`config.mk`:
```
export PLATFORM = sky130hd
export DESIGN_NAME = cnn_kernel
export DESIGN_NICKNAME = d
export VERILOG_FILES = /design/src/hdl/cnn_pkg.sv /design/src/hdl/cnn_kernel.sv
export SDC_FILE = /design/constraint.sdc
export NUM_CORES = 2
export LEC_CHECK = 0
export ABC_AREA = 1
export BUFFER_PORTS_ARGS = -buffer_cell sky130_fd_sc_hd__buf_4
export CAP_MARGIN = 10
export CORE_AREA = 10 10 239 241
export CTS_BUF_LIST = sky130_fd_sc_hd__clkbuf_4
export CTS_CLUSTER_DIAMETER = 100
export DETAILED_ROUTE_END_ITERATION = 16
export DIE_AREA = 0 0 249 251
export PLACE_DENSITY = 0.8
export SLEW_MARGIN = 20
export SYNTH_ARGS = -nofsm -noshare
export SYNTH_HDL_FRONTEND = slang
export SYNTH_SLANG_ARGS = --single-unit
```
`constraint.sdc`:
```
create_clock -name clk -period 3.95 [get_ports clk]
set_clock_uncertainty 0.1 [all_clocks]
set_input_delay 0.5925 -clock clk [delete_from_list [all_inputs] [get_ports clk]]
set_output_delay 0.5925 -clock clk [all_outputs]
set_load 0.01 [all_outputs]
```
`src/hdl/cnn_pkg.sv`:
```
`default_nettype none

package cnn_pkg;

    // ========================================
    // geometry
    // ========================================

    // 3x3 window
    localparam int KX = 3;
    localparam int KY = 3;
    // input image size in pixels
    localparam int IMG_W = 8;
    localparam int IMG_H = 8;
    // output channels, one kernel engine each
    localparam int NUM_CO = 3;
    // taps per window
    localparam int WIN_N = KX * KY;

    // ========================================
    // data widths
    // ========================================

    // unsigned pixel
    localparam int PIX_W = 8;
    // signed weight
    localparam int WGT_W = 8;
    // nine products of 9b x 8b signed fit here
    localparam int ACC_W = 21;
    localparam int BIAS_W = 16;
    // unsigned saturated feature
    localparam int OUT_W = 16;

    // scalar types
    typedef logic [PIX_W-1:0] pix_t;
    typedef logic signed [WGT_W-1:0] wgt_t;
    typedef logic signed [ACC_W-1:0] acc_t;
    typedef logic signed [BIAS_W-1:0] bias_t;
    typedef logic [OUT_W-1:0] fmap_t;

    // row-major taps, tap 0 = oldest row leftmost column
    typedef pix_t [WIN_N-1:0] window_t;
    typedef wgt_t [WIN_N-1:0] kernel_wgt_t;
    // per channel parameter sets
    typedef kernel_wgt_t [NUM_CO-1:0] core_wgt_t;
    typedef bias_t [NUM_CO-1:0] core_bias_t;
    // kernel results gathered for the drain
    typedef acc_t [NUM_CO-1:0] acc_vec_t;
    // one output beat with every channel
    typedef fmap_t [NUM_CO-1:0] out_beat_t;

endpackage

`default_nettype wire

```
`src/hdl/cnn_kernel.sv`:
```
`timescale 1ns/100ps
`default_nettype none

module cnn_kernel
    import cnn_pkg::*;
(
    input  wire              clk,
    input  wire              reset_n,
    // static weights of this channel
    input  wire kernel_wgt_t i_weights,
    // window stream in
    input  wire              i_win_valid,
    input  wire window_t     i_window,
    output logic             o_win_ready,
    // sum stream out
    input  wire              i_ot_ready,
    output logic             o_ot_valid,
    output acc_t             o_ot_acc
);

    // ========================================
    // stage control
    // ========================================

    logic r_v1;
    logic r_v2;
    logic w_s1_ready;
    logic w_s2_ready;
    // zero-extended pixel times signed weight
    logic signed [PIX_W+WGT_W:0] r_prod [WIN_N];
    acc_t w_row_sum [KY];
    acc_t w_sum;

    // a stage takes data when empty or when it is being emptied
    assign w_s2_ready = !r_v2 || i_ot_ready;
    assign w_s1_ready = !r_v1 || w_s2_ready;
    assign o_win_ready = w_s1_ready;

    always_ff @(posedge clk or negedge reset_n) begin
        if (!reset_n) begin
            r_v1 <= 1'b0;
            r_v2 <= 1'b0;
        end else begin
            if (w_s1_ready) begin
                r_v1 <= i_win_valid;
            end
            if (w_s2_ready) begin
                r_v2 <= r_v1;
            end
        end
    end

    // ========================================
    // stage 1 products
    // ========================================

    always_ff @(posedge clk) begin
        if (i_win_valid && w_s1_ready) begin
            for (int t = 0; t < WIN_N; t++) begin
                r_prod[t] <= $signed({1'b0, i_window[t]}) * $signed(i_weights[t]);
            end
        end
    end

    // ========================================
    // stage 2 adder tree
    // ========================================

    // per row partials first, then the three rows
    always_comb begin
        for (int ky = 0; ky < KY; ky++) begin
            w_row_sum[ky] = '0;
            for (int kx = 0; kx < KX; kx++) begin
                w_row_sum[ky] = w_row_sum[ky] + r_prod[ky*KX+kx];
            end
        end
        w_sum = w_row_sum[0] + w_row_sum[1] + w_row_sum[2];
    end

    always_ff @(posedge clk) begin
        if (r_v1 && w_s2_ready) begin
            o_ot_acc <= w_sum;
        end
    end

    assign o_ot_valid = r_v2;

    // held sum must not change until the drain takes it
    a_hold_acc : assert property (@(posedge clk) disable iff (!reset_n)
        (o_ot_valid && !i_ot_ready) |=> (o_ot_valid && $stable(o_ot_acc)));

endmodule

`default_nettype wire

```
==> results.yml <==
synth:
  syn_area_sq_um: 30500
  ys.flop_type: "edfxtp_1"
  yosysWarnings: 0
  syn_nets: 4703
  synthArstFlopShare: 0.0114
  postSynthAreaPerCell_sq_um: 8.27
  syn-instance-count: 3692
  ys_seq_area_frac: 0.173
  synth_edf_count: 174
  synth_cell_type_count: 34
  synth_seq_cells: 176
clock_tree:
  clk_latency_ps: 650
  root_buffer: "clkbuf_4"
  path_clk_slew_ps: 150
  cts-htree-levels: 4
  cts_tree: "yes"
  clkSinkCount: 176
  cts_buffers: 17
  cts_buffer_depth: 2
job:
  cap_violations: 0
timing:
  fin_ws_ps: -289
  rsz0062_at_grt: "true"
  fin_crit_ps: 4240
  slew_viol_final: 0
  worst_slew_pin_slew_ps: 975
  finalCritPeriodShare: 1.07
  fin_setup_tns_ps: -2300
  hold_viol: 0
  relSlewSlack: 0.350
  hold_slack_ps: 114
  fmaxAchievable_mhz: 236
  setup_viol: 16
floorplanning:
  row_count: 84
  die_h_um: 251
  initial_core_util: 0.585
  core_sq_um: 52200
  ios: 171
  fp.dieW_um: 249
  dieArea_sq_um: 62500
global_routing:
  grtUsageMet2: 0.449
  grt.overflow.total: 0
  met3_usage: 0.0284
  grt_max_degree: 154
  antenna_found_initial: 1
  grt_pass1_vias: 26000
  use_met1: 0.274
  track_usage: 0.241
  grt_pass1_wl_mm: 124
  top_usage_layer: "met2"
route:
  drt-initial-drc-count: 1383
  ant_nets: 0
  via_per_inst: 5.05
  route.detailed.drc: 0
  first_pass_iters: 6
  detail_route.wl_per_cell_um: 15.4
  wl_mm: 74.6
  vias: 24400
critical_path:
  arrival_ps: 4550
  critPathLaunchType: "register"
  cp_max_fo: 4
  r2r_slack_ps: -290
  r2r_end: "o_ot_acc[20]"
  rr_startpoint: "r_prod[0][16]"
  rr_worst_depth: 13
  worst_ep_required_time_ps: 4260
  critical_path_class: "register to register"
  cp-end-kind: "register"
  crit_start: "r_prod[0][16]"
cells_and_area:
  drive_above_1_share: 0.219
  fin_area_sq_um: 36800
  stdcell_count: 4845
  finalNetCount: 5154
  syn_to_final_growth_pct: 20.6
placed_design:
  placed_cells: 4806
  gp_congestion: 0.935
  portBuffers: 170
  place_hpwl_mm: 63.0
  place_area_sq_um: 35900
worst_hold_path:
  hold_depth: 4
  hp-class: "input pin to register"
  min_to: "o_ot_valid"
  min-delay-start: "i_ot_ready"
run_status:
  violations: "setup timing"
  outcome: "complete, but fails checks"
==> cell usage after synthesis (3+ instances only) <==
cell       count  area (sq um)
o21a_1         4          30.0
o2111ai_1      3          26.3
nor2_2         5          31.3
nand3_2        4          40.0
xnor2_1       21           184
inv_1       1124          4220
o21ai_1       14          70.1
nand4_1       19           119
o21ai_2       12           105
o21bai_1       3          22.5
ha_1         408          5100
a21oi_1       85           425
nor3_1        15          75.1
nand3_1       71           355
a21o_1         7          52.6
a31oi_1        9          56.3
o211ai_1       5          37.5
or2_2         41           257
nand2_1      861          3230
nor2_1       110           413
nand2_2       12          75.1
fa_1         455          9110
xor2_1        60           526
o21ai_0       20           100
clkbuf_1     135           507
edfxtp_1     174          5230
==> critical path: stages, from the launching register on <==
cell and delay [ps]:
edfxtp_1 440, inv_1 110, fa_2 660, fa_2 500
fa_1 480, fa_1 510, inv_1 60, ha_4 300
nand2_1 130, nor2_1 220, and2_1 240, nand2_2 80
nand3_1 90, nand2_2 90
==> state kept, by name, indices dropped and copies added, names as in the netlist <==
signal,cells
o_ot_acc,21
o_ot_valid,1
r_prod,153
r_v1,1
==> area by class of cell <==
class / count / area (sq um)
Antenna cell: 1 / 2.50
Clock buffer: 19 / 143
Clock inverter: 13 / 154
Fill cell: 3808 / 15400
Inverter: 1128 / 4240
Multi-Input combinational cell: 2253 / 21900
Sequential cell: 176 / 5280
Tap cell: 688 / 861
Timing Repair Buffer: 567 / 4310
==> cell usage in the layout, fill, tap and decap left out, types with 4 or more instances in the layout <==
cell type and n:
nand3_1 62, o21ai_1 14, a21oi_4 6, ha_1 357, clkinv_4 6, nor2_1 102, nand2_1 808, ha_4 51
nor3_1 13, o21a_1 4, nand4_1 19, o21ai_2 11, o211ai_1 5, or2_2 23, buf_4 559, or2_4 18
nor2_2 8, edfxtp_1 174, nand2_2 54, nor2_4 5, xor2_1 57, inv_1 1092, a21oi_1 42, xnor2_1 20
clkbuf_4 19, nand2_4 11, o21ai_0 18, a21o_1 7, fa_2 24, buf_6 4, inv_2 32, fa_1 431
a31oi_1 9, a21oi_2 39, nand3_2 11
==> routing by layer <==
metal | share of wire | routed length (um) | vias up
met1 | 0.38 | 28100 | 11900
met2 | 0.53 | 39700 | 688
met3 | 0.048 | 3560 | 201
met5 | 0 | 0 | -
li1 | - | - | 11700
met4 | 0.044 | 3260 | 0
==> metrics by stage <==
step | util | setup WS (ps)
6_report | 0.705 | -289
5_1_grt | 0.705 | -376
4_1_cts | 0.701 | -144
3_5_place_dp | 0.687 | -429
3_3_place_gp | 0.687 | -345
2_1_floorplan | - | -197
==> how the worst max path moves through the flow <==
stage / end / slack, ps / depth (start not counted)
floorplan: r_prod[0][133] / -200 / 17
global placement: r_prod[0][133] / -350 / 18
detailed placement: r_prod[0][133] / -430 / 18
CTS: o_ot_acc[14] / -140 / 16
global route: o_ot_acc[20] / -380 / 13
finish: o_ot_acc[20] / -290 / 13
==> kinds of logic after synthesis <==
logic type | count (synthesis) | synth area share
buf+inv | 1263 | 0.155
simple gates | 1142 | 0.152
fa+ha+maj | 863 | 0.465
flops | 176 | 0.173
compound gates | 166 | 0.0314
xor+xnor | 82 | 0.0238
==> timing repair <==
action | 4_1_cts | 5_1_grt
endpoints found under the setup margin | 15 | 17
hold endpoints to repair | 2 | 0
buffers inserted | 4 | 3
pin swaps | 44 | 33
resized for setup | 80 | 67
hold buffers | 1 | 0
cloned | 0 | 0
Power is not shown: default switching activity piles up to over one toggle a cycle in this logic, so the estimate is an artifact.
