$ cat src/hdl/cnn_pkg.sv
`default_nettype none

package cnn_pkg;

    // ========================================
    // geometry
    // ========================================

    // 3x3 window
    localparam int KX = 3;
    localparam int KY = 3;
    // input image size in pixels
    localparam int IMG_W = 8;
    localparam int IMG_H = 8;
    // output channels, one kernel engine each
    localparam int NUM_CO = 3;
    // taps per window
    localparam int WIN_N = KX * KY;

    // ========================================
    // data widths
    // ========================================

    // unsigned pixel
    localparam int PIX_W = 8;
    // signed weight
    localparam int WGT_W = 8;
    // nine products of 9b x 8b signed fit here
    localparam int ACC_W = 21;
    localparam int BIAS_W = 16;
    // unsigned saturated feature
    localparam int OUT_W = 16;

    // scalar types
    typedef logic [PIX_W-1:0] pix_t;
    typedef logic signed [WGT_W-1:0] wgt_t;
    typedef logic signed [ACC_W-1:0] acc_t;
    typedef logic signed [BIAS_W-1:0] bias_t;
    typedef logic [OUT_W-1:0] fmap_t;

    // row-major taps, tap 0 = oldest row leftmost column
    typedef pix_t [WIN_N-1:0] window_t;
    typedef wgt_t [WIN_N-1:0] kernel_wgt_t;
    // per channel parameter sets
    typedef kernel_wgt_t [NUM_CO-1:0] core_wgt_t;
    typedef bias_t [NUM_CO-1:0] core_bias_t;
    // kernel results gathered for the drain
    typedef acc_t [NUM_CO-1:0] acc_vec_t;
    // one output beat with every channel
    typedef fmap_t [NUM_CO-1:0] out_beat_t;

endpackage

`default_nettype wire

$ cat src/hdl/bias_relu.sv
`timescale 1ns/100ps
`default_nettype none

module bias_relu
    import cnn_pkg::*;
(
    input  wire               clk,
    input  wire               reset_n,
    // static per channel bias
    input  wire core_bias_t   i_bias,
    // sums from all kernels
    input  wire [NUM_CO-1:0]  i_acc_valid,
    input  wire acc_vec_t     i_acc,
    output logic              o_acc_ready,
    // output beat stream
    input  wire               i_ot_ready,
    output logic              o_ot_valid,
    output out_beat_t         o_ot_beat
);

    // ========================================
    // bias, relu, saturate
    // ========================================

    // one guard bit over the sum width
    logic signed [ACC_W:0] w_biased [NUM_CO];
    out_beat_t w_beat;
    logic r_valid;
    logic w_accept;

    always_comb begin
        for (int c = 0; c < NUM_CO; c++) begin
            // bias is sign-extended by the signed add
            w_biased[c] = $signed(i_acc[c]) + $signed(i_bias[c]);
            if (w_biased[c] < 0) begin
                // relu
                w_beat[c] = '0;
            end else if (w_biased[c] > (2 ** OUT_W - 1)) begin
                // clip at full scale
                w_beat[c] = '1;
            end else begin
                w_beat[c] = fmap_t'(w_biased[c][OUT_W-1:0]);
            end
        end
    end

    // ========================================
    // output register
    // ========================================

    // kernels run in lockstep so channel 0 speaks for all
    assign o_acc_ready = !r_valid || i_ot_ready;
    assign w_accept = i_acc_valid[0] && o_acc_ready;

    always_ff @(posedge clk or negedge reset_n) begin
        if (!reset_n) begin
            r_valid <= 1'b0;
        end else if (o_acc_ready) begin
            r_valid <= i_acc_valid[0];
        end
    end

    always_ff @(posedge clk) begin
        if (w_accept) begin
            o_ot_beat <= w_beat;
        end
    end

    assign o_ot_valid = r_valid;

    // kernel engines must never drift apart
    a_lockstep : assert property (@(posedge clk) disable iff (!reset_n)
        (i_acc_valid == '0) || (i_acc_valid == '1));

endmodule

`default_nettype wire

$ cat config.mk
export PLATFORM = sky130hd
export DESIGN_NAME = bias_relu
export DESIGN_NICKNAME = d
export VERILOG_FILES = /design/src/hdl/cnn_pkg.sv /design/src/hdl/bias_relu.sv
export SDC_FILE = /design/constraint.sdc
export NUM_CORES = 1
export LEC_CHECK = 0
export ABC_CLOCK_PERIOD_IN_PS = 2200
export BUFFER_PORTS_ARGS = -buffer_cell sky130_fd_sc_hd__buf_2
export CORE_UTILIZATION = 30
export DETAILED_ROUTE_END_ITERATION = 7
export HOLD_SLACK_MARGIN = 0.08
export PLACE_DENSITY = 0.51
export SLEW_MARGIN = 40
export SYNTH_ARGS = -nofsm -noshare
export SYNTH_HDL_FRONTEND = slang
export SYNTH_SLANG_ARGS = --single-unit
$ cat constraint.sdc
create_clock -name clk -period 2.2 [get_ports clk]
set_input_delay 0.55 -clock clk [delete_from_list [all_inputs] [get_ports clk]]
set_output_delay 0.55 -clock clk [all_outputs]
set_load 0.02 [all_outputs]
==> impl_metrics.json <==
{
  "crit_type": "in2reg",
  "layout_setup_ws_ns": -0.967,
  "arrival_ns": 3.22,
  "pre_cts_ws_ns": -1.33,
  "synth-main-ff-cell": "edfxtp_1",
  "r2r_setup_slack_ns": 0.92,
  "stdcell_area_sq_um": 8460,
  "reg2reg_from": "o_ot_valid$_DFFE_PN0N_",
  "ant_nets": 0,
  "synth.ff_latch_count": 49,
  "hold_path_depth": 2,
  "combPwrFrac_pct": 51.3,
  "p_int_mw": 2.79,
  "mappedNetlistNets": 755,
  "cts_tree": "built",
  "fillCellCount": 1606,
  "status": "complete, but fails checks",
  "ys_warn_count": 0,
  "grt_max_degree": 49,
  "min_path_type": "in2reg",
  "routedWlPerCell_um": 14.7,
  "slew_violations": 0,
  "layout_commonest_cell": "buf_4",
  "grt_pass1_vias": 6006,
  "required_ns": 2.25,
  "r2r_end": "o_ot_beat[20]$_SDFFCE_PN0P_",
  "syn_area_sq_um": 5160,
  "crit_fanout": 8,
  "finalCritPeriodShare_pct": 144,
  "ir_drop_mv": 0.264,
  "regArea_sq_um": 1470,
  "core_sq_um": 16700,
  "cts-root-buf": "clkbuf_16",
  "worst_pin_slew_ns": 0.552,
  "path_clk_slew_ns": 0.07,
  "min_from": "i_acc_valid[0]",
  "initialDrtViolationCount": 202,
  "dpl.hpwl_mm": 13.7,
  "p_sw_share_pct": 34.6,
  "cap_violations": 0,
  "ys_seq_area_share_pct": 28.4,
  "layout_common_cells": "189 x buf_4, 157 x buf_2, 54 x a21oi_1",
  "antenna_found_initial": 0,
  "fp.dieW_um": 133,
  "dr_total_vias": 5791,
  "powerDensity_nw_per_um2": 504,
  "dr.pass1.iters": 5,
  "initial_core_util_pct": 30.9,
  "cts-buffers-inserted": 5,
  "clkSinkCount": 49,
  "p_sw_mw": 1.47,
  "async_reset_ff_share_pct": 2.04,
  "whs_endpoint": "o_ot_valid$_DFFE_PN0N_",
  "slew_headroom_pct": 62.1,
  "reg2reg_depth": 3,
  "final-hold-violation-count": 0,
  "critPathLaunchType": "primary input",
  "finalSetupViolations": 48,
  "multi_input_area_sq_um": 4010,
  "stdcell_count": 1153,
  "portBuffers": 164,
  "fmax_mhz": 316,
  "vias_per_cell": 5.02,
  "nets": 1115,
  "period_needed_ns": 3.17,
  "holdWs_ns": 0.453,
  "die-area_sq_um": 17700,
  "gr-total-overflow": 0,
  "critPathCaptureType": "register",
  "ios": 167,
  "synth_cell_type_count": 66,
  "drc_errors": 0,
  "rsz0062_at_grt": "yes",
  "dieHeight_um": 133,
  "cts_max_path_buffers": 2,
  "pwr-share-seq_pct": 27.6,
  "area_growth_pct": 63.9,
  "p_clk_share_pct": 21.1,
  "routed_wl_mm": 16.9,
  "diodes": 0,
  "syn_area_per_cell_sq_um": 9.02,
  "htreeDepth": 2,
  "drive_gt1_share_pct": 48.2,
  "num_rows": 47,
  "fin_skew_ns": 0.00776,
  "grt_usage_pct": 19.1,
  "synth_cells": 572,
  "dpl.cell_count": 1131,
  "gp_congestion": 0.844,
  "p_leak_nw": 3.92,
  "dpl_cell_area_sq_um": 7930,
  "grt_pass1_wl_mm": 27.7,
  "violations": "negative setup slack",
  "synth_edf_count": 48,
  "insertion_delay_ns": 0.29
}
-- per-layer routing --
metal | GRT usage, % | up-vias | wire (um)
met4 | 6.63 | 0 | 451
met3 | 2.02 | 28 | 588
met1 | 22.9 | 2696 | 7340
met2 | 35.2 | 139 | 8540
met5 | 0 | - | 0
li1 | - | 2928 | -
-- per-stage QoR --
| stage | TNS [ns] | util, % | power [mW] |
|---|---|---|---|
| 6_report | -39.54 | 50.7 | 4.26 |
| 5_1_grt | -42.85 | 50.7 | 4.55 |
| 4_1_cts | -39.65 | 49.7 | 4.25 |
| 3_5_place_dp | -57.07 | 47.5 | 3.26 |
| 3_3_place_gp | -55.16 | 47.5 | 3.24 |
| 2_1_floorplan | -45.19 | - | 2.37 |
-- sequential cells by signal, summed over array words and instances, names as in the netlist --
name        count
o_ot_valid      1
o_ot_beat      48
-- worst max-delay path: stages --
cell and delay, ns:
buf_6 0.10, ha_4 0.24, and3_4 0.17, a31o_4 0.24, a2111o_1 0.33, o21ai_4 0.16
mux2_4 0.31, o311a_1 0.31, or4_4 0.45, buf_6 0.16, o21a_1 0.18
-- how the worst max path moves through the flow --
stage          slack (ns)        from  depth (start not counted)                          end
2_1_floorplan       -1.16   i_acc[10]                         11   o_ot_beat[0]$_SDFFCE_PN0P_
3_3_place_gp        -1.28   i_bias[9]                         11  o_ot_beat[15]$_SDFFCE_PN0P_
3_5_place_dp        -1.33  i_bias[15]                         11   o_ot_beat[6]$_SDFFCE_PN0P_
4_1_cts             -0.95   i_bias[9]                         11   o_ot_beat[5]$_SDFFCE_PN0P_
5_1_grt             -0.99   i_bias[9]                         11   o_ot_beat[4]$_SDFFCE_PN0P_
6_report            -0.97   i_bias[9]                         11   o_ot_beat[5]$_SDFFCE_PN0P_
-- power groups by stage --
stage | Combinational, mW | Clock, mW | Sequential, mW
detailed placement | 2.07 | 0 | 1.19
CTS | 2.14 | 0.934 | 1.18
global placement | 2.04 | 0 | 1.20
floorplan | 1.06 | 0 | 1.30
global route | 2.40 | 0.968 | 1.18
finish | 2.19 | 0.900 | 1.17
-- Yosys cell counts, types with 3 or more instances --
cell type / number / area (sq um)
a311oi_1: 3 / 26.3
a31oi_1: 4 / 25.0
o21a_1: 24 / 180
a21oi_1: 82 / 410
inv_1: 14 / 52.6
nand3b_1: 3 / 22.5
edfxtp_1: 48 / 1440
o21bai_1: 4 / 30.0
xor2_1: 22 / 193
nor2_1: 42 / 158
o31a_1: 6 / 52.6
nand4_1: 7 / 43.8
a31o_2: 3 / 26.3
a211oi_1: 9 / 67.6
a221oi_1: 3 / 26.3
xnor2_1: 25 / 219
or4_1: 3 / 22.5
nor3_1: 7 / 35.0
clkbuf_1: 8 / 30.0
ha_1: 63 / 788
and4_1: 4 / 35.0
or2_2: 4 / 25.0
o211ai_1: 4 / 30.0
a21o_1: 31 / 233
buf_2: 3 / 15.0
fa_1: 3 / 60.1
and2_1: 6 / 37.5
and3_1: 7 / 43.8
nand2_1: 24 / 90.1
nand2b_1: 8 / 50.1
nor2b_1: 5 / 31.3
or3_1: 4 / 25.0
nand3_1: 15 / 75.1
o21ai_0: 32 / 160
-- timing repair --
item	4_1_cts	5_1_grt
pin swaps	12	11
buffers inserted	7	5
hold endpoints to repair	1	0
setup endpoints to repair	48	48
hold buffers	1	0
gates resized for setup	24	26
gates cloned	2	1
-- cell families after synthesis --
| group | after synthesis | share of synthesized area [%] |
|---|---|---|
| AO/OA/AOI/OAI | 228 | 28.4 |
| AND/OR/NAND/NOR | 151 | 15.5 |
| adder cells (fa/ha/maj) | 66 | 16.4 |
| flip-flops | 49 | 28.4 |
| XOR/XNOR | 47 | 7.98 |
| buffers and inverters | 26 | 2.11 |
| multiplexers | 5 | 1.12 |
-- area by class of cell --
cell class	instances	share of cell area [%]
multi-input combinational	497	47.4
timing repair buffer	365	29.4
sequential	49	17.3
tap	220	3.25
clock buffer	5	1.48
inverter	14	0.621
clock inverter	3	0.518
No activity file was read; power rests on OpenSTA's default activity.
