**src/hdl/cnn_pkg.sv**
```systemverilog
`default_nettype none

package cnn_pkg;

    // ========================================
    // geometry
    // ========================================

    // 3x3 window
    localparam int KX = 3;
    localparam int KY = 3;
    // input image size in pixels
    localparam int IMG_W = 8;
    localparam int IMG_H = 8;
    // output channels, one kernel engine each
    localparam int NUM_CO = 3;
    // taps per window
    localparam int WIN_N = KX * KY;

    // ========================================
    // data widths
    // ========================================

    // unsigned pixel
    localparam int PIX_W = 8;
    // signed weight
    localparam int WGT_W = 8;
    // nine products of 9b x 8b signed fit here
    localparam int ACC_W = 21;
    localparam int BIAS_W = 16;
    // unsigned saturated feature
    localparam int OUT_W = 16;

    // scalar types
    typedef logic [PIX_W-1:0] pix_t;
    typedef logic signed [WGT_W-1:0] wgt_t;
    typedef logic signed [ACC_W-1:0] acc_t;
    typedef logic signed [BIAS_W-1:0] bias_t;
    typedef logic [OUT_W-1:0] fmap_t;

    // row-major taps, tap 0 = oldest row leftmost column
    typedef pix_t [WIN_N-1:0] window_t;
    typedef wgt_t [WIN_N-1:0] kernel_wgt_t;
    // per channel parameter sets
    typedef kernel_wgt_t [NUM_CO-1:0] core_wgt_t;
    typedef bias_t [NUM_CO-1:0] core_bias_t;
    // kernel results gathered for the drain
    typedef acc_t [NUM_CO-1:0] acc_vec_t;
    // one output beat with every channel
    typedef fmap_t [NUM_CO-1:0] out_beat_t;

endpackage

`default_nettype wire

```
**src/hdl/line_buffer.sv**
```systemverilog
`timescale 1ns/100ps
`default_nettype none

module line_buffer
    import cnn_pkg::*;
(
    input  wire          clk,
    input  wire          reset_n,
    // pixel stream in raster order
    input  wire          i_in_valid,
    input  wire pix_t    i_in_pixel,
    output logic         o_in_ready,
    // window stream
    input  wire          i_win_ready,
    output logic         o_win_valid,
    output window_t      o_window
);

    // ========================================
    // position counters
    // ========================================

    // one spare bit so an overrun would be visible
    logic [$clog2(IMG_W):0] r_col;
    logic [$clog2(IMG_H):0] r_row;
    logic [$clog2(IMG_W)-1:0] w_col_idx;
    logic w_accept;
    logic w_full;
    logic r_win_valid;

    // row memories, a = previous row, b = the one before
    pix_t r_mem_a [IMG_W];
    pix_t r_mem_b [IMG_W];
    // last two columns of the window, per row
    pix_t r_sh [KY][KX-1];
    // new column, top row first
    pix_t w_col [KY];
    window_t w_next;

    // take a pixel while the window slot is empty or draining
    assign o_in_ready = !r_win_valid || i_win_ready;
    assign w_accept = i_in_valid && o_in_ready;
    assign w_col_idx = r_col[$clog2(IMG_W)-1:0];
    // window lies fully inside the image
    assign w_full = (r_col >= KX - 1) && (r_row >= KY - 1);

    always_ff @(posedge clk or negedge reset_n) begin
        if (!reset_n) begin
            r_col <= '0;
            r_row <= '0;
        end else if (w_accept) begin
            if (r_col == IMG_W - 1) begin
                r_col <= '0;
                // wrap row too so frames run back to back
                if (r_row == IMG_H - 1) begin
                    r_row <= '0;
                end else begin
                    r_row <= r_row + 1'b1;
                end
            end else begin
                r_col <= r_col + 1'b1;
            end
        end
    end

    // ========================================
    // row memories and column shift
    // ========================================

    assign w_col[0] = r_mem_b[w_col_idx];
    assign w_col[1] = r_mem_a[w_col_idx];
    assign w_col[2] = i_in_pixel;

    always_ff @(posedge clk) begin
        if (w_accept) begin
            // row a ages into row b
            r_mem_b[w_col_idx] <= r_mem_a[w_col_idx];
            r_mem_a[w_col_idx] <= i_in_pixel;
            for (int ky = 0; ky < KY; ky++) begin
                for (int kx = 0; kx < KX - 2; kx++) begin
                    r_sh[ky][kx] <= r_sh[ky][kx+1];
                end
                r_sh[ky][KX-2] <= w_col[ky];
            end
        end
    end

    // stored columns on the left, new column on the right
    always_comb begin
        for (int ky = 0; ky < KY; ky++) begin
            for (int kx = 0; kx < KX - 1; kx++) begin
                w_next[ky*KX+kx] = r_sh[ky][kx];
            end
            w_next[ky*KX+KX-1] = w_col[ky];
        end
    end

    // ========================================
    // window register
    // ========================================

    always_ff @(posedge clk or negedge reset_n) begin
        if (!reset_n) begin
            r_win_valid <= 1'b0;
        end else if (w_accept && w_full) begin
            r_win_valid <= 1'b1;
        end else if (i_win_ready) begin
            r_win_valid <= 1'b0;
        end
    end

    always_ff @(posedge clk) begin
        if (w_accept && w_full) begin
            o_window <= w_next;
        end
    end

    assign o_win_valid = r_win_valid;

    // column counter wraps before it can index past a row
    a_col_range : assert property (@(posedge clk) disable iff (!reset_n)
        r_col < IMG_W);

endmodule

`default_nettype wire

```
**config.mk**
```make
export PLATFORM = sky130hd
export DESIGN_NAME = line_buffer
export DESIGN_NICKNAME = d
export VERILOG_FILES = /design/src/hdl/cnn_pkg.sv /design/src/hdl/line_buffer.sv
export SDC_FILE = /design/constraint.sdc
export NUM_CORES = 1
export LEC_CHECK = 0
export ABC_AREA = 0
export BUFFER_PORTS_ARGS = -buffer_cell sky130_fd_sc_hd__buf_2
export CORE_MARGIN = 2
export CORE_UTILIZATION = 35
export DETAILED_ROUTE_END_ITERATION = 6
export PLACE_DENSITY = 0.51
export SYNTH_ARGS = -nofsm -noshare
export SYNTH_HDL_FRONTEND = slang
export SYNTH_SLANG_ARGS = --single-unit
```
**constraint.sdc**
```tcl
create_clock -name clk -period 16.3 [get_ports clk]
set_input_delay 3.26 -clock clk [delete_from_list [all_inputs] [get_ports clk]]
set_output_delay 3.26 -clock clk [all_outputs]
set_load 0.01 [all_outputs]
```
==> results of run 1 <==
## synth_stat cells, drive strengths merged, types with 2 or more instances
library cell / instances
o21ai: 4
mux2i: 6
and3: 3
nor2: 7
nor2b: 3
buf: 15
nand3: 5
nand2: 26
nand3b: 3
ha: 4
a22oi: 4
a221oi: 18
clkbuf: 2
o22ai: 3
and2: 2
inv: 8
nor4: 3
dfrtp: 9
nor3: 5
edfxtp: 248
mux4: 15
xnor2: 2
nand2b: 5
a21oi: 3
mux2: 12
nand4: 3
## area by class of cell
| type | instances | area, µm² |
|---|---|---|
| clock inverters | 17 | 183 |
| multi-input cells | 145 | 1350 |
| flip-flops and latches | 257 | 7670 |
| repair buffers | 92 | 478 |
| inverters | 8 | 30.0 |
| clock buffers | 29 | 683 |
| well taps | 335 | 419 |
| fillers | 2319 | 15000 |
## logic make-up (layout without fill, tap and decap cells)
family          after synthesis  count (layout)
buf+inv                      25             146
fa+ha+maj                     4               4
compound gates               38              38
flops                       257             257
xor+xnor                      2               2
mux                          33              33
simple gates                 68              68
## worst register-to-register path, cell delays in order (launching register included)
cell and delay, ns:
sky130_fd_sc_hd__dfrtp_1 0.38, sky130_fd_sc_hd__nand2b_1 0.32, sky130_fd_sc_hd__nand2_1 0.40, sky130_fd_sc_hd__nor4_2 0.94
sky130_fd_sc_hd__buf_4 0.34
## worst paths after layout
path / startpoint / endpoint / slack [ns] / cells past startpoint
min in group asynchronous: reset_n / r_row[1]$_DFFE_PN0P_ / 2.59 / 1
setup reg to reg: o_win_valid$_DFFE_PN0P_ / r_mem_a[0][4]$_DFFE_PP_ / 13.62 / 4
hold reg to reg: r_sh[0][9]$_DFFE_PP_ / o_window[1]$_DFFE_PP_ / 0.42 / 0
hold / removal: r_sh[0][9]$_DFFE_PP_ / o_window[1]$_DFFE_PP_ / 0.42 / 0
max in group asynchronous: reset_n / r_col[0]$_DFFE_PN0P_ / 13.50 / 1
setup / recovery: i_win_ready / o_in_ready / 9.13 / 3
## routing by layer
metal	global-route usage	up-vias	part of all wire
met5	0	-	0
met4	0.0325	0	0.013
met3	0.0263	20	0.058
met2	0.198	123	0.49
met1	0.159	2164	0.44
li1	-	1939	-
## state kept, by name, summed over array words and instances (netlist names)
| signal | flops |
|---|---|
| r_col | 4 |
| r_sh | 48 |
| o_window | 72 |
| r_mem_b | 64 |
| o_win_valid | 1 |
| r_row | 4 |
| r_mem_a | 64 |
## layout by cell type (no fill, tap or decap), types with 5 or more instances in the layout
cell type | Yosys | final
sky130_fd_sc_hd__edfxtp_1 | 248 | 248
sky130_fd_sc_hd__buf_2 | 6 | 85
sky130_fd_sc_hd__clkbuf_16 | 0 | 27
sky130_fd_sc_hd__nand2_1 | 25 | 25
sky130_fd_sc_hd__a221oi_1 | 17 | 17
sky130_fd_sc_hd__mux4_2 | 11 | 11
sky130_fd_sc_hd__mux2_2 | 10 | 10
sky130_fd_sc_hd__clkinv_2 | 0 | 8
sky130_fd_sc_hd__dfrtp_1 | 9 | 8
sky130_fd_sc_hd__buf_4 | 2 | 7
sky130_fd_sc_hd__inv_1 | 7 | 6
sky130_fd_sc_hd__mux2i_1 | 6 | 6
sky130_fd_sc_hd__nor2_1 | 7 | 5
## power breakdown
part | total [mW] | switching, mW | leakage [nW] | internal, mW
combinational | 0.490 | 0.328 | 0.920 | 0.163
sequential | 1.02 | 0.0418 | 2.40 | 0.976
clock | 0.597 | 0.233 | 0.429 | 0.363
total | 2.10 | 0.603 | 3.75 | 1.50
==> reports/metrics.json, run 1 <==
{
  "synth_area_leader_cell": {"value": "sky130_fd_sc_hd__edfxtp_1"},
  "synthTopCellsByArea": {"value": "sky130_fd_sc_hd__edfxtp_1, sky130_fd_sc_hd__mux4_2, sky130_fd_sc_hd__dfrtp_1"},
  "total_negative_slack_for_setup_checks": {"value": 0, "unit": "ns"},
  "grt.overflow.total": {"value": 0},
  "max_slew_margin": {"value": 0.249},
  "clk_transition_reported_paths": {"value": 0.06, "unit": "ns"},
  "timing.critical_path.cells": {"value": "buf_2, nand2b_1, buf_2"},
  "asyncSetResetFlopFracSynth": {"value": 0.0350},
  "avgViaCountPerCell": {"value": 4.81},
  "layout-drive-gt1-share": {"value": 0.325},
  "fin_skew": {"value": 0.0131, "unit": "ns"},
  "die_y": {"value": 166, "unit": "µm"},
  "dr_total_vias": {"value": 4246},
  "report.power.total": {"value": 2.10, "unit": "mW"},
  "slowest_stage": {"value": "sky130_fd_sc_hd__nand2b_1"},
  "layout_min_cycle_time": {"value": 7.17, "unit": "ns"},
  "final_core_util": {"value": 0.419},
  "fp.coreArea": {"value": 0.0258, "unit": "mm²"},
  "post-route-worst-setup-slack": {"value": 9.13, "unit": "ns"},
  "maxCapViolations": {"value": 0},
  "fmax": {"value": 139, "unit": "MHz"},
  "row_count": {"value": 59},
  "clk_path_buf_depth": {"value": 3},
  "detail_route.wirelength": {"value": 16.5, "unit": "mm"},
  "grt_setup_unrepaired": {"value": "no"},
  "setup.worst_path.end_class": {"value": "output pin"},
  "first_global_vias": {"value": 4479},
  "final_antenna_net_count": {"value": 0},
  "antenna_cells_inserted": {"value": 0},
  "yosys.area_share.simple": {"value": 0.0401},
  "worst-endpoint-required": {"value": 13.04, "unit": "ns"},
  "min_path_type": {"value": "register to register"},
  "synth_top_family_by_area": {"value": "multiplexers"},
  "die-width": {"value": 166, "unit": "µm"},
  "synth.net_count": {"value": 443},
  "finalHoldViolCount": {"value": 0},
  "cpMostUsedCell": {"value": "sky130_fd_sc_hd__buf_2"},
  "cellPowerDensity": {"value": 195, "unit": "mW/mm²"},
  "critical_path_buf_inv_count": {"value": 2},
  "iteration_count_of_the_initial_detailed_routing_pass": {"value": 4},
  "finalCritPeriodShare": {"value": 0.440},
  "crit_path_max_incr_delay": {"value": 0.32, "unit": "ns"},
  "drv_slew": {"value": 0},
  "floorplan.io_pins": {"value": 86},
  "synthDominantCellAreaShare": {"value": 0.814},
  "post_cts_resize_count": {"value": 0},
  "critical-path-top-delay-family": {"value": "buffers and inverters"},
  "yosysWarnings": {"value": 0},
  "worst-endpoint-arrival": {"value": 3.91, "unit": "ns"},
  "drt_iter0_markers": {"value": 248},
  "cts_tree": {"value": "yes"},
  "setup_violations": {"value": 0},
  "worst_setup_path_start_kind": {"value": "primary input"},
  "postSynthCellCount": {"value": 427},
  "cts_buffers": {"value": 27},
  "cts-htree-levels": {"value": 1},
  "clock_tree.root_cell": {"value": "sky130_fd_sc_hd__clkbuf_16"},
  "power_leakage": {"value": 3.75, "unit": "nW"},
  "final_cell_count_no_fill": {"value": 883},
  "synth_sequential_area_ratio": {"value": 0.839},
  "design.die.area": {"value": 0.0274, "unit": "mm²"},
  "synth_area": {"value": 0.00914, "unit": "mm²"},
  "worst_ir_drop_vdd": {"value": 0.0769, "unit": "mV"},
  "holdWs": {"value": 0.417, "unit": "ns"},
  "drt-wirelength-per-cell": {"value": 18.7, "unit": "µm"},
  "ys_dominant_reg_cell": {"value": "sky130_fd_sc_hd__edfxtp_1"},
  "wire_length_of_the_first_global_routing_pass": {"value": 25.8, "unit": "mm"},
  "postCtsHoldBufs": {"value": 0},
  "port_buffers": {"value": 85},
  "clk_latency": {"value": 0.52, "unit": "ns"},
  "routability_congestion_estimate": {"value": 0.756},
  "syn_area_per_cell": {"value": 21.4, "unit": "µm²"},
  "synth.ff_latch_count": {"value": 257},
  "maximum_number_of_pins_on_one_net_before_global_route_repair": {"value": 49},
  "flow.area_growth_from_synthesis": {"value": 18.3, "unit": "%"},
  "yosys-mux-area-fraction": {"value": 0.0608},
  "dp_slack": {"value": 9.13, "unit": "ns"},
  "cell_area_placed": {"value": 0.00995, "unit": "mm²"},
  "grt_antenna_before_repair": {"value": 0},
  "cts.repair_timing.setup_buffer_count": {"value": 0},
  "criticalPathCategory": {"value": "primary input to output pin"},
  "post-route-drc-count": {"value": 0},
  "yosysUniqueCellTypes": {"value": 51},
  "synth-xor-area-share": {"value": 0.00192},
  "gr-usage-all-layers": {"value": 0.119},
  "floorplan.initialDensity": {"value": 0.354},
  "design.final.nets": {"value": 547},
  "synth-adder-area-share": {"value": 0.00547},
  "number_of_synthesized_flops_with_an_enable_pin": {"value": 248},
  "dpl.hpwl": {"value": 9.45, "unit": "mm"},
  "placed_cells_incl_taps": {"value": 837},
  "biggest_fanout_along_the_worst_timing_path": {"value": 11},
  "outcome": {"value": "finished clean"},
  "synth_compound_gate_area_share": {"value": 0.0330},
  "postLayoutCellArea": {"value": 0.0108, "unit": "mm²"},
  "tightestPinTransition": {"value": 1.13, "unit": "ns"},
  "tritoncts_num_sinks": {"value": 257}
}
Note: power is estimated with default switching activity, not from simulation.
==> run 2, diff against run 1 <==
- PLACE_DENSITY: 0.51 -> 0.53
- clock period: 16.3 -> 6.4 ns (I/O delays scaled with it)
==> run 2 against run 1 <==
Die area unchanged. Cell count up 0.23%. Cell area down 0.46%. Setup slack worse by 5.9 ns. Clock skew down 0.00072 ns. Sequential power rose to 2.6 times the previous value. Combinational power up 130%. Critical path depth unchanged. Largest cell class unchanged. Largest power group unchanged.
==> reports/metrics.json, run 2 (same netlist as run 1, synthesis figures left out) <==
{
  "hold_depth": {"value": 0, "change": "unchanged"},
  "clk_transition_reported_paths": {"value": 0.06, "unit": "ns", "change": "about the same"},
  "layout-drive-gt1-share": {"value": 0.315, "change": "-0.0103"},
  "combPwrFrac": {"value": 0.219, "change": "-0.014"},
  "grt.met2_usage": {"value": 0.205, "change": "+0.00722"},
  "fmax": {"value": 312, "unit": "MHz"},
  "p_int": {"value": 3.74, "unit": "mW", "change": "+150%"},
  "drv_slew": {"value": 0, "change": "unchanged"},
  "wire_length_of_the_first_global_routing_pass": {"value": 26.1, "unit": "mm", "change": "+1.4%"},
  "layout.cells.most_common": {"value": "sky130_fd_sc_hd__edfxtp_1"},
  "share_clk_of_total_power": {"value": 0.274, "change": "-0.010"},
  "min_path_type": {"value": "register to register"},
  "postCtsHoldBufs": {"value": 0, "change": "unchanged"},
  "grt.overflow.total": {"value": 0, "change": "unchanged"},
  "worst-endpoint-required": {"value": 5.12, "unit": "ns", "change": "-7.92 ns"},
  "flow.area_growth_from_synthesis": {"value": 17.8, "unit": "%"},
  "total_negative_slack_for_setup_checks": {"value": 0, "unit": "ns", "change": "unchanged"},
  "largest_register": {"value": "o_window"},
  "die-width": {"value": 166, "unit": "µm", "change": "unchanged"},
  "regArea": {"value": 0.00767, "unit": "mm²", "change": "unchanged"},
  "groute.layer.met3.usage": {"value": 0.0227, "change": "-0.00358"},
  "netSwitchingFraction": {"value": 0.290, "change": "+0.00395"},
  "multi_input_comb_area": {"value": 0.00135, "unit": "mm²", "change": "-0.46%"},
  "largestRegisters": {"value": "o_window (72), r_mem_a (64), r_mem_b (64)"},
  "tritoncts_num_sinks": {"value": 257, "change": "unchanged"},
  "maxCapViolations": {"value": 0, "change": "unchanged"},
  "detail_route.wirelength": {"value": 16.4, "unit": "mm", "change": "-0.82%"},
  "design.final.nets": {"value": 547, "change": "unchanged"},
  "final_cell_count_no_fill": {"value": 885, "change": "+0.23%"},
  "avgViaCountPerCell": {"value": 4.80, "change": "-0.16%"},
  "largest_reg_flops": {"value": 72, "change": "unchanged"},
  "cpMostUsedCell": {"value": "sky130_fd_sc_hd__buf_2"},
  "layout_min_cycle_time": {"value": 3.21, "unit": "ns"},
  "criticalPathCategory": {"value": "primary input to output pin"},
  "final_cell_mix": {"value": "sky130_fd_sc_hd__edfxtp_1, sky130_fd_sc_hd__buf_2, sky130_fd_sc_hd__clkbuf_16, sky130_fd_sc_hd__nand2_1, sky130_fd_sc_hd__a221oi_1"},
  "outcome": {"value": "finished clean"},
  "worst-endpoint-arrival": {"value": 1.93, "unit": "ns", "change": "-1.98 ns"},
  "p_switching": {"value": 1.53, "unit": "mW", "change": "+150%"},
  "fp.coreArea": {"value": 0.0258, "unit": "mm²", "change": "unchanged"},
  "final_antenna_net_count": {"value": 0, "change": "unchanged"},
  "cts-htree-levels": {"value": 1, "change": "unchanged"},
  "cellPowerDensity": {"value": 489, "unit": "mW/mm²", "change": "+150%"},
  "fillerInstances": {"value": 2278, "change": "-1.8%"},
  "finalCritPeriodShare": {"value": 0.501},
  "grt_setup_unrepaired": {"value": "no"},
  "grt_antenna_before_repair": {"value": 0, "change": "unchanged"},
  "setup.worst_path.end_class": {"value": "output pin"},
  "post-route-drc-count": {"value": 0, "change": "unchanged"},
  "placed_cells_incl_taps": {"value": 837, "change": "unchanged"},
  "drt-wirelength-per-cell": {"value": 18.5, "unit": "µm", "change": "-1.0%"},
  "cts_tree": {"value": "yes"},
  "biggest_fanout_along_the_worst_timing_path": {"value": 11, "change": "unchanged"},
  "dpl.hpwl": {"value": 9.67, "unit": "mm", "change": "+2.4%"},
  "iteration_count_of_the_initial_detailed_routing_pass": {"value": 4, "change": "unchanged"},
  "global_route_track_usage_on_met1": {"value": 0.155, "change": "-0.00444"},
  "report.power.total": {"value": 5.27, "unit": "mW", "change": "+150%"},
  "worst_ir_drop_vdd": {"value": 0.212, "unit": "mV", "change": "+180%"},
  "design.die.area": {"value": 0.0274, "unit": "mm²", "change": "unchanged"},
  "fin_skew": {"value": 0.0124, "unit": "ns", "change": "-0.000723 ns"},
  "port_buffers": {"value": 85, "change": "unchanged"},
  "timing.critical_path.cells": {"value": "buf_2, nand2b_1, buf_2"},
  "max_slew_margin": {"value": 0.219, "change": "-0.0297"},
  "dr_total_vias": {"value": 4249, "change": "+0.071%"},
  "first_global_vias": {"value": 4575, "change": "+2.1%"},
  "row_count": {"value": 59, "change": "unchanged"},
  "worst_setup_path_start_kind": {"value": "primary input"},
  "antenna_cells_inserted": {"value": 0, "change": "unchanged"},
  "die_y": {"value": 166, "unit": "µm", "change": "unchanged"},
  "drt_iter0_markers": {"value": 315, "change": "+27%"},
  "clock_tree.root_cell": {"value": "sky130_fd_sc_hd__clkbuf_16"},
  "floorplan.io_pins": {"value": 86, "change": "unchanged"},
  "setup_violations": {"value": 0, "change": "unchanged"},
  "post-route-worst-setup-slack": {"value": 3.19, "unit": "ns", "change": "-5.93 ns"},
  "timing.reg2reg.worst_path_depth": {"value": 4, "change": "unchanged"},
  "slowest_stage": {"value": "sky130_fd_sc_hd__nand2b_1"},
  "clk_path_buf_depth": {"value": 3, "change": "unchanged"},
  "routability_congestion_estimate": {"value": 0.722, "change": "-4.5%"},
  "gr-usage-all-layers": {"value": 0.120, "change": "+0.000787"},
  "post_cts_resize_count": {"value": 0, "change": "unchanged"},
  "power_frac_seq": {"value": 0.507, "change": "+0.023"},
  "tightestPinTransition": {"value": 1.16, "unit": "ns", "change": "+0.0323 ns"},
  "clk_latency": {"value": 0.52, "unit": "ns", "change": "about the same"},
  "maximum_number_of_pins_on_one_net_before_global_route_repair": {"value": 49, "change": "unchanged"},
  "cts.repair_timing.setup_buffer_count": {"value": 0, "change": "unchanged"},
  "top_usage_layer": {"value": "met2"},
  "floorplan.initialDensity": {"value": 0.354, "change": "unchanged"},
  "power_leakage": {"value": 3.72, "unit": "nW", "change": "-0.84%"},
  "dp_slack": {"value": 2.91, "unit": "ns", "change": "-6.22 ns"},
  "crit_path_max_incr_delay": {"value": 0.31, "unit": "ns", "change": "about the same"},
  "finalHoldViolCount": {"value": 0, "change": "unchanged"},
  "cts_buffers": {"value": 27, "change": "unchanged"}
}
-- run 2: changes by cell type in the layout (fill, tap and decap cells not counted) --
cell and change:
sky130_fd_sc_hd__clkinvlp_4 -1, sky130_fd_sc_hd__clkinv_2 -4, sky130_fd_sc_hd__bufinv_16 -2, sky130_fd_sc_hd__nor3_2 +1, sky130_fd_sc_hd__clkbuf_1 +1, sky130_fd_sc_hd__clkinv_4 +2
sky130_fd_sc_hd__nor3_4 -1, sky130_fd_sc_hd__clkinv_1 +6
-- run 2: worst paths after layout --
check                                           from                      end  slack [ns]
worst max-delay path                     i_win_ready               o_in_ready        3.19
worst min-delay path            r_sh[0][8]$_DFFE_PP_    o_window[0]$_DFFE_PP_        0.41
worst max register to register  r_col[2]$_DFFE_PN0P_  r_mem_b[0][5]$_DFFE_PP_        3.51
worst min register to register  r_sh[0][8]$_DFFE_PP_    o_window[0]$_DFFE_PP_        0.41
max in group asynchronous                    reset_n     r_col[0]$_DFFE_PN0P_        5.60
min in group asynchronous                    reset_n     r_col[1]$_DFFE_PN0P_        0.60
-- run 2: power by group through the flow --
stage / Combinational [mW] / Sequential, mW / Clock [mW]
2_1_floorplan: 0.762 / 2.70 / 0
5_1_grt: 1.27 / 2.72 / 1.56
6_report: 1.15 / 2.67 / 1.45
4_1_cts: 1.18 / 2.68 / 1.49
3_3_place_gp: 1.16 / 2.70 / 0
3_5_place_dp: 1.18 / 2.71 / 0
-- run 2: worst max-delay path: cells and delay by family --
kind	cells	cell delay, ns
buffers and inverters	2	0.33
and+or+nand+nor	1	0.31
-- run 2: metal layers --
layer	routed length, µm	part of all wire
met5	0	0
met4	372	0.023
met3	838	0.051
met2	8100	0.49
met1	7090	0.43
-- run 2: layout make-up --
class	count	share of cell area
multi-input combinational	145	0.125
timing repair buffer	92	0.0444
clock inverter	18	0.0125
clock buffer	30	0.0638
tap	335	0.0389
inverter	8	0.00279
sequential	257	0.713
-- run 2: metrics by stage --
step           utilization  hold slack (ns)  area [µm²]
6_report             0.417            0.412       10800
5_1_grt              0.417            0.415       10800
4_1_cts              0.417            0.415       10800
3_5_place_dp         0.385            0.405        9950
3_3_place_gp         0.385            0.401        9950
2_1_floorplan            -            0.400        9150
==> run 3, diff against run 2 <==
- PLACE_DENSITY: 0.53 -> 0.51
- clock period: 6.4 -> 3.2 ns (I/O delays scaled with it)
==> run 3 against run 2 <==
Combinational power is 120% higher. Setup slack got worse by 2.6 ns. Via count grew 2.5%. Register-to-register slack got worse by 2.9 ns.
==> reports/metrics.json, run 3 (same netlist as run 1, synthesis figures left out) <==
{
  "die-width": {"value": 166, "unit": "µm", "change": "unchanged"},
  "cts_tree": {"value": "yes"},
  "port_buffers": {"value": 85, "change": "unchanged"},
  "dr_total_vias": {"value": 4354, "change": "+2.5%"},
  "drt-wirelength-per-cell": {"value": 19.6, "unit": "µm", "change": "+5.5%"},
  "tightestPinTransition": {"value": 1.02, "unit": "ns", "change": "-0.142 ns"},
  "cts_buffers": {"value": 27, "change": "unchanged"},
  "maxCapViolations": {"value": 0, "change": "unchanged"},
  "worst-endpoint-required": {"value": 3.38, "unit": "ns", "change": "-1.74 ns"},
  "crit_path_max_incr_delay": {"value": 0.79, "unit": "ns", "change": "+0.48 ns"},
  "maximum_number_of_pins_on_one_net_before_global_route_repair": {"value": 51, "change": "+4.1%"},
  "fmax": {"value": 380, "unit": "MHz"},
  "worst_setup_path_start_kind": {"value": "register"},
  "fillerInstances": {"value": 2301, "change": "+1.0%"},
  "gr-usage-all-layers": {"value": 0.129, "change": "+0.00935"},
  "die_y": {"value": 166, "unit": "µm", "change": "unchanged"},
  "tritoncts_num_sinks": {"value": 257, "change": "unchanged"},
  "outcome": {"value": "finished clean"},
  "max_slew_margin": {"value": 0.315, "change": "+0.0957"},
  "grt_setup_unrepaired": {"value": "no"},
  "cts-htree-levels": {"value": 1, "change": "unchanged"},
  "design.final.nets": {"value": 565, "change": "+3.3%"},
  "grt.overflow.total": {"value": 0, "change": "unchanged"},
  "worst_ir_drop_vdd": {"value": 0.464, "unit": "mV", "change": "+120%"},
  "dp_slack": {"value": 0.525, "unit": "ns", "change": "-2.39 ns"},
  "largest_register": {"value": "o_window"},
  "layout_min_cycle_time": {"value": 2.63, "unit": "ns"},
  "routability_congestion_estimate": {"value": 0.841, "change": "+16%"},
  "iteration_count_of_the_initial_detailed_routing_pass": {"value": 5, "change": "+1"},
  "fp.coreArea": {"value": 0.0258, "unit": "mm²", "change": "unchanged"},
  "grt_antenna_before_repair": {"value": 0, "change": "unchanged"},
  "antenna_cells_inserted": {"value": 0, "change": "unchanged"},
  "largestRegisters": {"value": "o_window (72), r_mem_a (64), r_mem_b (64)"},
  "clock_tree.root_cell": {"value": "sky130_fd_sc_hd__clkbuf_16"},
  "setup_violations": {"value": 0, "change": "unchanged"},
  "wire_length_of_the_first_global_routing_pass": {"value": 27.6, "unit": "mm", "change": "+5.6%"},
  "postLayoutCellArea": {"value": 0.0109, "unit": "mm²", "change": "+1.6%"},
  "setup.worst_path.end_class": {"value": "register"},
  "fin_skew": {"value": 0.0143, "unit": "ns", "change": "+0.00193 ns"},
  "criticalPathCategory": {"value": "register to register"},
  "post_cts_resize_count": {"value": 0, "change": "unchanged"},
  "post-route-drc-count": {"value": 0, "change": "unchanged"},
  "power_leakage": {"value": 3.83, "unit": "nW", "change": "+3.0%"},
  "drv_slew": {"value": 0, "change": "unchanged"},
  "critical-path-top-delay-family": {"value": "flip-flops"},
  "final_cell_mix": {"value": "sky130_fd_sc_hd__edfxtp_1, sky130_fd_sc_hd__buf_2, sky130_fd_sc_hd__clkbuf_16, sky130_fd_sc_hd__nand2_1, sky130_fd_sc_hd__buf_4"},
  "slowest_stage": {"value": "sky130_fd_sc_hd__dfrtp_1"},
  "detail_route.wirelength": {"value": 17.7, "unit": "mm", "change": "+7.8%"},
  "finalHoldViolCount": {"value": 0, "change": "unchanged"},
  "dpl.hpwl": {"value": 10.9, "unit": "mm", "change": "+13%"},
  "finalCritPeriodShare": {"value": 0.822},
  "total_negative_slack_for_setup_checks": {"value": 0, "unit": "ns", "change": "unchanged"},
  "final_antenna_net_count": {"value": 0, "change": "unchanged"},
  "worst-endpoint-arrival": {"value": 2.81, "unit": "ns", "change": "+0.88 ns"},
  "floorplan.io_pins": {"value": 86, "change": "unchanged"},
  "timing.critical_path.cells": {"value": "inv_2, ha_1, nor4_1, nor3_4, buf_4"},
  "final_core_util": {"value": 0.423, "change": "+0.00663"},
  "first_global_vias": {"value": 4542, "change": "-0.72%"},
  "clk_latency": {"value": 0.52, "unit": "ns", "change": "about the same"},
  "biggest_fanout_along_the_worst_timing_path": {"value": 50, "change": "+39"},
  "row_count": {"value": 59, "change": "unchanged"},
  "report.power.total": {"value": 10.8, "unit": "mW", "change": "+110%"},
  "cellPowerDensity": {"value": 987, "unit": "mW/mm²", "change": "+100%"},
  "cell_area_placed": {"value": 0.0101, "unit": "mm²", "change": "+1.2%"},
  "drt_iter0_markers": {"value": 381, "change": "+21%"},
  "layout-drive-gt1-share": {"value": 0.337, "change": "+0.0229"},
  "largest_reg_flops": {"value": 72, "change": "unchanged"},
  "design.die.area": {"value": 0.0274, "unit": "mm²", "change": "unchanged"},
  "layout.cells.most_common": {"value": "sky130_fd_sc_hd__edfxtp_1"},
  "critical_path_buf_inv_count": {"value": 2, "change": "unchanged"},
  "clk_transition_reported_paths": {"value": 0.06, "unit": "ns", "change": "about the same"},
  "floorplan.initialDensity": {"value": 0.354, "change": "unchanged"},
  "post-route-worst-setup-slack": {"value": 0.570, "unit": "ns", "change": "-2.62 ns"},
  "avgViaCountPerCell": {"value": 4.82, "change": "+0.32%"},
  "clk_path_buf_depth": {"value": 3, "change": "unchanged"},
  "min_path_type": {"value": "register to register"},
  "flow.area_growth_from_synthesis": {"value": 19.6, "unit": "%"}
}
[run 3: layer usage]
metal | track usage | part of all wire | up-vias | wire length [µm]
li1 | - | - | 1973 | -
met1 | 0.179 | 0.45 | 2230 | 7890
met2 | 0.208 | 0.48 | 129 | 8530
met3 | 0.0260 | 0.055 | 22 | 966
met4 | 0.0386 | 0.017 | 0 | 299
met5 | 0 | 0 | - | 0
[run 3: metrics by stage]
stage | hold WS, ns | cells
final | 0.417 | 904
after global routing | 0.423 | 904
after CTS | 0.413 | 904
after detailed placement | 0.405 | 854
after global placement | 0.400 | 854
after floorplan | 0.344 | 427
[run 3: final cells by class]
class	count	area (µm²)	area share
inverters	8	30.0	0.00274
multi-input cells	145	1330	0.122
flip-flops and latches	257	7670	0.701
well taps	335	419	0.0383
clock inverters	12	116	0.0106
repair buffers	110	628	0.0574
clock buffers	37	743	0.0679
[run 3: what timing repair did]
item / in CTS / in global routing
setup buffers: 0 / 0
endpoints found under the setup margin: 0 / 0
endpoints found under the hold margin: 9 / 0
hold buffers: 1 / 0
[run 3: worst paths after layout]
path	from	end	slack (ns)	cells after the start
max	r_col[0]$_DFFE_PN0P_	o_window[52]$_DFFE_PP_	0.57	5
min	r_sh[0][9]$_DFFE_PP_	o_window[1]$_DFFE_PP_	0.42	0
max reg2reg	r_col[0]$_DFFE_PN0P_	o_window[52]$_DFFE_PP_	0.57	5
min reg2reg	r_sh[0][9]$_DFFE_PP_	o_window[1]$_DFFE_PP_	0.42	0
max in group asynchronous	reset_n	r_col[2]$_DFFE_PN0P_	2.49	2
min in group asynchronous	reset_n	r_col[3]$_DFFE_PN0P_	0.50	2
[run 3: where the power goes]
group	internal [mW]	switching [mW]
registers	4.97	0.276
logic	0.895	1.65
clock network	1.79	1.22
[run 3: worst reg2reg max path, cell delays in order, from the launching register on]
cell and delay (ns):
sky130_fd_sc_hd__dfrtp_1 0.79, sky130_fd_sc_hd__inv_2 0.27, sky130_fd_sc_hd__ha_1 0.28, sky130_fd_sc_hd__nor4_1 0.47, sky130_fd_sc_hd__nor3_4 0.08, sky130_fd_sc_hd__buf_4 0.33
